--- config.mk ---
export PLATFORM = sky130hd
export DESIGN_NAME = port_traffic_monitor
export DESIGN_NICKNAME = d
export VERILOG_FILES = /design/src/design/port_map_pkg.sv /design/src/design/axis_beat_pkg.sv /design/src/design/port_stats_counter.sv /design/src/design/ingress_stats_bank.sv /design/src/design/egress_stats_bank.sv /design/src/design/traffic_balance.sv /design/src/design/port_traffic_monitor.sv
export VERILOG_INCLUDE_DIRS = /design/src /design/src/design
export SDC_FILE = /design/constraint.sdc
export NUM_CORES = 2
export LEC_CHECK = 0
export BUFFER_PORTS_ARGS = -buffer_cell sky130_fd_sc_hd__clkbuf_2
export CAP_MARGIN = 15
export CORE_MARGIN = 2
export CORE_UTILIZATION = 36
export CTS_BUF_LIST = sky130_fd_sc_hd__clkbuf_4 sky130_fd_sc_hd__clkbuf_8
export CTS_CLUSTER_DIAMETER = 60
export DETAILED_ROUTE_END_ITERATION = 6
export MAX_ROUTING_LAYER = met4
export PLACE_DENSITY_LB_ADDON = 0.05
export SLEW_MARGIN = 20
export SYNTH_ARGS = -nofsm -noshare
export SYNTH_HDL_FRONTEND = slang
export SYNTH_SLANG_ARGS = --single-unit
--- constraint.sdc ---
create_clock -name phys_port_clk_ifc -period 7 [get_ports phys_port_clk_ifc]
set_clock_uncertainty 0.2 [all_clocks]
set_input_delay 0.7 -clock phys_port_clk_ifc [delete_from_list [all_inputs] [get_ports phys_port_clk_ifc]]
set_output_delay 0.7 -clock phys_port_clk_ifc [all_outputs]
set_load 0.05 [all_outputs]
--- src/design/port_traffic_config.svh ---
// Port counts and counter sizing for the traffic monitor
// Included by the packages and the testbench before anything sized by port count

`ifndef PORT_TRAFFIC_CONFIG_SVH
`define PORT_TRAFFIC_CONFIG_SVH

`define NUM_8B_PORTS  2
`define NUM_32B_PORTS 2
`define NUM_PORTS     (`NUM_8B_PORTS + `NUM_32B_PORTS)
`define COUNT_WIDTH   32
`define MTU_BYTES     1500

`endif

--- src/design/port_map_pkg.sv ---
// Flat port layout and the per-port statistics record
// Shared by the statistics banks, the balance block and the top level

`include "port_traffic_config.svh"

package port_map_pkg;

    //////////////////////////////////////////////////
    // Counter types

    // Every counter in the design has this width
    typedef logic [`COUNT_WIDTH-1:0] count_t;

    typedef struct packed {
        count_t frames;
        count_t bytes;
    } port_stats_t;

    //////////////////////////////////////////////////
    // Flat port index layout

    // One bit per flat port, used for enables and clears
    typedef logic [`NUM_PORTS-1:0] port_mask_t;

    // 8-bit ports sit at the bottom of the flat index space,
    // the 32-bit ports follow directly after them
    localparam int PORT_8B_BASE  = 0;
    localparam int PORT_32B_BASE = PORT_8B_BASE + `NUM_8B_PORTS;

endpackage

--- src/design/axis_beat_pkg.sv ---
// Packed beat records for the 8-bit and 32-bit stream ports
// The monitor looks only at valid, ready, last and keep

`include "port_traffic_config.svh"

package axis_beat_pkg;

    //////////////////////////////////////////////////
    // Beat records

    // Field names match across widths so one counter serves both
    typedef struct packed {
        logic       valid;
        logic       ready;
        logic       last;
        logic [0:0] keep;
        logic [7:0] data;
    } beat_8b_t;

    typedef struct packed {
        logic        valid;
        logic        ready;
        logic        last;
        logic [3:0]  keep;
        logic [31:0] data;
    } beat_32b_t;

endpackage

--- src/design/port_stats_counter.sv ---
// Frame and byte counters for a single stream port
// beat_t selects the beat record; keep width follows from it

`timescale 1ns/1ps

module port_stats_counter #(
    parameter type beat_t = axis_beat_pkg::beat_8b_t
) (
    input  logic                      phys_port_clk_ifc,
    input  logic                      reset,
    input  beat_t                     beat,
    input  logic                      count_en,
    input  logic                      clear,
    output port_map_pkg::port_stats_t stats
);
    import port_map_pkg::*;

    localparam int KEEP_WIDTH = $bits(beat.keep);

    logic   xfer;
    count_t keep_bytes;

    //////////////////////////////////////////////////
    // Beat decode

    // Accepted beat on this port
    assign xfer = beat.valid & beat.ready & count_en;

    // Number of valid bytes in the beat
    always_comb begin
        keep_bytes = '0;
        for (int i = 0; i < KEEP_WIDTH; i++) begin
            keep_bytes = keep_bytes + count_t'(beat.keep[i]);
        end
    end

    //////////////////////////////////////////////////
    // Counters

    always_ff @(posedge phys_port_clk_ifc) begin
        if (reset) begin
            stats <= '0;
        end else if (clear) begin
            // Clear wins over a beat in the same cycle
            stats <= '0;
        end else if (xfer) begin
            stats.bytes <= stats.bytes + keep_bytes;
            if (beat.last) begin
                stats.frames <= stats.frames + count_t'(1);
            end
        end
    end

endmodule

--- src/design/ingress_stats_bank.sv ---
// Statistics for every ingress port, gated by the per-port enable mask
// Results come out in flat port order, 8-bit ports first

`timescale 1ns/1ps

`include "port_traffic_config.svh"

module ingress_stats_bank (
    input  logic                      phys_port_clk_ifc,
    input  logic                      reset,
    input  axis_beat_pkg::beat_8b_t   beats_8b  [`NUM_8B_PORTS-1:0],
    input  axis_beat_pkg::beat_32b_t  beats_32b [`NUM_32B_PORTS-1:0],
    input  port_map_pkg::port_mask_t  enable,
    input  port_map_pkg::port_mask_t  clear,
    output port_map_pkg::port_stats_t stats     [`NUM_PORTS-1:0]
);
    import port_map_pkg::*;
    import axis_beat_pkg::*;

    //////////////////////////////////////////////////
    // 8-bit ingress ports

    for (genvar i = 0; i < `NUM_8B_PORTS; i++) begin : g_port_8b
        port_stats_counter #(
            .beat_t ( beat_8b_t )
        ) port_stats_counter_inst (
            .phys_port_clk_ifc ( phys_port_clk_ifc         ),
            .reset             ( reset                     ),
            .beat              ( beats_8b[i]               ),
            .count_en          ( enable[PORT_8B_BASE + i]  ),
            .clear             ( clear[PORT_8B_BASE + i]   ),
            .stats             ( stats[PORT_8B_BASE + i]   )
        );
    end

    //////////////////////////////////////////////////
    // 32-bit ingress ports

    // A disabled port still sees traffic but counts nothing
    for (genvar i = 0; i < `NUM_32B_PORTS; i++) begin : g_port_32b
        port_stats_counter #(
            .beat_t ( beat_32b_t )
        ) port_stats_counter_inst (
            .phys_port_clk_ifc ( phys_port_clk_ifc         ),
            .reset             ( reset                     ),
            .beat              ( beats_32b[i]              ),
            .count_en          ( enable[PORT_32B_BASE + i] ),
            .clear             ( clear[PORT_32B_BASE + i]  ),
            .stats             ( stats[PORT_32B_BASE + i]  )
        );
    end

endmodule

--- src/design/egress_stats_bank.sv ---
// Statistics for every egress port, always counting
// Results come out in flat port order, 8-bit ports first

`timescale 1ns/1ps

`include "port_traffic_config.svh"

module egress_stats_bank (
    input  logic                      phys_port_clk_ifc,
    input  logic                      reset,
    input  axis_beat_pkg::beat_8b_t   beats_8b  [`NUM_8B_PORTS-1:0],
    input  axis_beat_pkg::beat_32b_t  beats_32b [`NUM_32B_PORTS-1:0],
    input  port_map_pkg::port_mask_t  clear,
    output port_map_pkg::port_stats_t stats     [`NUM_PORTS-1:0]
);
    import port_map_pkg::*;
    import axis_beat_pkg::*;

    //////////////////////////////////////////////////
    // 8-bit egress ports

    // No enable on this side
    for (genvar i = 0; i < `NUM_8B_PORTS; i++) begin : g_port_8b
        port_stats_counter #(
            .beat_t ( beat_8b_t )
        ) port_stats_counter_inst (
            .phys_port_clk_ifc ( phys_port_clk_ifc        ),
            .reset             ( reset                    ),
            .beat              ( beats_8b[i]              ),
            .count_en          ( 1'b1                     ),
            .clear             ( clear[PORT_8B_BASE + i]  ),
            .stats             ( stats[PORT_8B_BASE + i]  )
        );
    end

    //////////////////////////////////////////////////
    // 32-bit egress ports

    for (genvar i = 0; i < `NUM_32B_PORTS; i++) begin : g_port_32b
        port_stats_counter #(
            .beat_t ( beat_32b_t )
        ) port_stats_counter_inst (
            .phys_port_clk_ifc ( phys_port_clk_ifc        ),
            .reset             ( reset                    ),
            .beat              ( beats_32b[i]             ),
            .count_en          ( 1'b1                     ),
            .clear             ( clear[PORT_32B_BASE + i] ),
            .stats             ( stats[PORT_32B_BASE + i] )
        );
    end

endmodule

--- src/design/traffic_balance.sv ---
// Compares total ingress traffic against total egress traffic
// Outputs lag the port statistics by one register stage

`timescale 1ns/1ps

`include "port_traffic_config.svh"

module traffic_balance (
    input  logic                      phys_port_clk_ifc,
    input  logic                      reset,
    input  port_map_pkg::port_stats_t ing_stats [`NUM_PORTS-1:0],
    input  port_map_pkg::port_stats_t egr_stats [`NUM_PORTS-1:0],
    output port_map_pkg::count_t      frames_in_flight,
    output port_map_pkg::count_t      bytes_in_flight,
    output logic                      balanced
);
    import port_map_pkg::*;

    count_t ing_frames_sum;
    count_t ing_bytes_sum;
    count_t egr_frames_sum;
    count_t egr_bytes_sum;
    count_t frames_diff;
    count_t bytes_diff;

    //////////////////////////////////////////////////
    // Sums over all ports

    // Wraps modulo 2^COUNT_WIDTH, same as the port counters
    always_comb begin
        ing_frames_sum = '0;
        ing_bytes_sum  = '0;
        egr_frames_sum = '0;
        egr_bytes_sum  = '0;
        for (int p = 0; p < `NUM_PORTS; p++) begin
            ing_frames_sum = ing_frames_sum + ing_stats[p].frames;
            ing_bytes_sum  = ing_bytes_sum + ing_stats[p].bytes;
            egr_frames_sum = egr_frames_sum + egr_stats[p].frames;
            egr_bytes_sum  = egr_bytes_sum + egr_stats[p].bytes;
        end
    end

    assign frames_diff = ing_frames_sum - egr_frames_sum;
    assign bytes_diff  = ing_bytes_sum - egr_bytes_sum;

    //////////////////////////////////////////////////
    // Registered in-flight totals

    always_ff @(posedge phys_port_clk_ifc) begin
        if (reset) begin
            frames_in_flight <= '0;
            bytes_in_flight  <= '0;
            balanced         <= 1'b1;
        end else begin
            frames_in_flight <= frames_diff;
            bytes_in_flight  <= bytes_diff;
            // Both frame and byte totals must agree
            balanced         <= (frames_diff == '0) && (bytes_diff == '0);
        end
    end

endmodule

--- src/design/port_traffic_monitor.sv ---
// Passive traffic monitor across the 8-bit and 32-bit stream ports
// Observes handshakes only and never drives ready

`timescale 1ns/1ps

`include "port_traffic_config.svh"

module port_traffic_monitor (
    input  logic                      phys_port_clk_ifc,
    input  logic                      reset,
    // Ingress side
    input  axis_beat_pkg::beat_8b_t   ing_beats_8b  [`NUM_8B_PORTS-1:0],
    input  axis_beat_pkg::beat_32b_t  ing_beats_32b [`NUM_32B_PORTS-1:0],
    input  port_map_pkg::port_mask_t  ing_enable,
    input  port_map_pkg::port_mask_t  ing_clear,
    // Egress side
    input  axis_beat_pkg::beat_8b_t   egr_beats_8b  [`NUM_8B_PORTS-1:0],
    input  axis_beat_pkg::beat_32b_t  egr_beats_32b [`NUM_32B_PORTS-1:0],
    input  port_map_pkg::port_mask_t  egr_clear,
    // Statistics, flat port order
    output port_map_pkg::port_stats_t ing_stats     [`NUM_PORTS-1:0],
    output port_map_pkg::port_stats_t egr_stats     [`NUM_PORTS-1:0],
    output port_map_pkg::count_t      frames_in_flight,
    output port_map_pkg::count_t      bytes_in_flight,
    output logic                      balanced
);

    //////////////////////////////////////////////////
    // Per-port statistics

    ingress_stats_bank ingress_stats_bank_inst (
        .phys_port_clk_ifc ( phys_port_clk_ifc ),
        .reset             ( reset             ),
        .beats_8b          ( ing_beats_8b      ),
        .beats_32b         ( ing_beats_32b     ),
        .enable            ( ing_enable        ),
        .clear             ( ing_clear         ),
        .stats             ( ing_stats         )
    );

    egress_stats_bank egress_stats_bank_inst (
        .phys_port_clk_ifc ( phys_port_clk_ifc ),
        .reset             ( reset             ),
        .beats_8b          ( egr_beats_8b      ),
        .beats_32b         ( egr_beats_32b     ),
        .clear             ( egr_clear         ),
        .stats             ( egr_stats         )
    );

    //////////////////////////////////////////////////
    // Ingress versus egress

    traffic_balance traffic_balance_inst (
        .phys_port_clk_ifc ( phys_port_clk_ifc ),
        .reset             ( reset             ),
        .ing_stats         ( ing_stats         ),
        .egr_stats         ( egr_stats         ),
        .frames_in_flight  ( frames_in_flight  ),
        .bytes_in_flight   ( bytes_in_flight   ),
        .balanced          ( balanced          )
    );

endmodule

==> impl_metrics.ini <==
[run]
maxCapViolCount = 0

[outcome]
status = finished clean

[sta]
rsz0062_at_grt = false
fin_crit_sh = 0.953
relSlewSlack = 0.210
tightest_slew_ns = 1.17
fin_tns_setup_ns = 0
fin_ws_ns = 0.326
finalSetupViolations = 0
finalHoldViolCount = 0
hold_slack_ns = 0.101
finalMaxSlewViolations = 0
fmax_mhz = 150
period_needed_ns = 6.67

[cts]
root_buffer = clkbuf_8
cts_tree = done
cts_sinks = 577
htree_levels = 3
cts_buffer_depth = 3
cts_buffers = 114
clk_pin_slew_ns = 0.07
clk_latency_ns = 0.79

[floorplan]
die_area_um2 = 104000
pin_count = 795
initial_core_util = 0.362
core_um2 = 101000
die_width_um = 323
die_h_um = 323
num_rows = 117

[detailed_routing]
viasPerCell = 4.74
ant_nets = 0
vias = 29800
first_pass_iters = 5
drt_iter0_drc = 1527
drcViolationCount = 0
routedWlPerCell_um = 20.7
routed_wl_um = 130000

[placed_design]
port_buffers = 634
dpl_worst_slack_ns = 0.423
gp_congestion = 0.878
dp_hpwl_um = 106000

[finish]
fillCellCount = 10400
finalNetCount = 5502
fin_util = 0.434
syn_to_final_growth_pct = 20.1
drive_above_1_share = 0.185

[yosys]
synth_seq_cells = 577
ys_seq_area_frac = 0.315
synthArstFlopShare = 0
synthFlopType = dfxtp_1
syn_nets = 4822
synth-edff-count = 0
syn_area_per_cell_um2 = 8.85
netlist_area_um2 = 36600
synthCells = 4138
ys_warn_count = 0
post_synth_num_cell_types = 81

[setup_path]
cp_data_required_time_ns = 7.52
critPathCaptureType = flop
ff2ff_setup_slack_ns = 0.33
reg2regPathDepth = 18
cp_data_arrival_time_ns = 7.19
startpoint_type = flop
r2r-end = traffic_balance_inst.balanced$_SDFF_PP1_
crit_path_end = traffic_balance_inst.balanced$_SDFF_PP1_
worst-path-max-fanout = 6
crit_type = flop to flop

[global_routing]
grt_pass1_wl_um = 191000
grt_pass1_vias = 29500
grt_antenna_before_repair = 2
grt_max_degree = 69
grt_usage = 0.255
gr-total-overflow = 0

[hold_path]
min_path_type = input pin to flop
whs_path_depth = 4

[power]
powerDensity_nw_per_um2 = 187
ir_drop_uv = 159
leakagePower_nw = 17.5
-- repair_timing --
| action | in CTS | in global routing |
|---|---|---|
| gates resized for setup | 0 | 1 |
| buffers inserted | 0 | 0 |
| endpoints found under the hold margin | 1 | 0 |
| hold buffers | 1 | 0 |
| endpoints found under the setup margin | 0 | 1 |
-- worst min-delay path by stage --
| stage | from | end | slack [ns] |
|---|---|---|---|
| after global placement | flop | flop | 0.28 |
| after floorplan | flop | flop | 0.52 |
| after CTS | egr_clear[1] | flop | 0.01 |
| after detailed placement | flop | flop | 0.29 |
| final | egr_clear[1] | flop | 0.10 |
| after global routing | egr_clear[1] | flop | 0.08 |
-- per-stage QoR --
stage	power, mW	instance area [um^2]	cells
2_1_floorplan	3.98	36600	4138
3_3_place_gp	4.26	41300	6069
3_5_place_dp	4.26	41300	6069
4_1_cts	8.33	44000	6279
5_1_grt	8.53	44000	6280
6_report	8.21	44000	6280
-- cells by family after synthesis --
family | count (synthesis) | synth area share
AND/OR/NAND/NOR | 1494 | 0.190
buffers and inverters | 793 | 0.0827
flip-flops | 577 | 0.315
XOR/XNOR | 513 | 0.123
adder cells (fa/ha/maj) | 466 | 0.237
AO/OA/AOI/OAI | 280 | 0.0475
multiplexers | 15 | 0.00413
-- where the power goes --
group / internal, mW / switching (mW)
Sequential: 3.34 / 0.0412
Clock: 2.37 / 1.66
Combinational: 0.219 / 0.583
Total: 5.93 / 2.29
-- critical path: stages, from the launching register on --
cell	delay (ns)
dfxtp_1	0.45
inv_1	0.13
fa_1	0.51
fa_1	0.53
fa_1	0.54
inv_1	0.05
fa_1	0.58
inv_1	0.06
ha_1	0.38
a21oi_1	0.33
o21ai_0	0.19
or3_1	0.51
a211oi_1	0.51
xor2_1	0.41
nand3_1	0.18
and4b_1	0.29
nand4_1	0.14
nor4_1	0.40
a41o_1	0.21
-- synthesized netlist by cell type (3+ instances only) --
cell type | count | area share
nor3_1 | 91 | 0.012
dfxtp_1 | 577 | 0.32
a31oi_1 | 9 | 0.0015
nor4_1 | 26 | 0.0044
buf_1 | 4 | 0.00041
and3_1 | 75 | 0.013
and4_1 | 23 | 0.0055
nand4_1 | 94 | 0.016
o31ai_1 | 3 | 0.00061
nand2b_1 | 12 | 0.0020
o211ai_1 | 6 | 0.0012
nand3_1 | 157 | 0.021
o21ai_0 | 72 | 0.0098
o21bai_1 | 4 | 0.00082
o21a_1 | 5 | 0.0010
a21oi_1 | 112 | 0.015
a21o_1 | 22 | 0.0045
and2_1 | 15 | 0.0026
or2_2 | 15 | 0.0026
inv_1 | 698 | 0.072
or3_1 | 59 | 0.010
nand2_1 | 231 | 0.024
ha_1 | 84 | 0.029
nor2_1 | 643 | 0.066
fa_1 | 382 | 0.21
a21boi_0 | 3 | 0.00061
clkbuf_1 | 82 | 0.0084
mux2i_1 | 14 | 0.0038
xnor2_1 | 394 | 0.094
buf_6 | 3 | 0.00092
or4_1 | 6 | 0.0012
nor2b_1 | 25 | 0.0043
xor2_1 | 119 | 0.028
nor3b_1 | 3 | 0.00061
a211oi_1 | 9 | 0.0018
a21o_2 | 3 | 0.00072
-- cells in the final DEF, fill, tap and decap left out, types with 91 or more instances in the layout --
master      n
nor2_1    643
fa_1      382
nor3_1     91
clkbuf_2  633
a21oi_1   112
dfxtp_1   577
xor2_1    119
xnor2_1   394
nand4_1    94
inv_1     698
clkbuf_8  153
nand2_1   231
nand3_1   157
-- final cells by class --
type,instances,area [um^2],share of cell area
multi-input combinational,2768,22100,0.502
sequential,577,11600,0.263
timing repair buffer,659,3370,0.0765
inverter,698,2620,0.0596
clock buffer,185,2350,0.0533
tap,1368,1710,0.0389
clock inverter,24,313,0.00711
antenna,1,2.50,0.0000569
-- per-layer routing --
metal / vias up / wire, um / global-route usage
li1: 14300 / - / -
met2: 874 / 57700 / 0.386
met5: - / 0 / -
met3: 163 / 10300 / 0.0701
met4: 0 / 2950 / 0.0677
met1: 14400 / 59200 / 0.336
No activity file was read; power rests on OpenSTA's default activity.
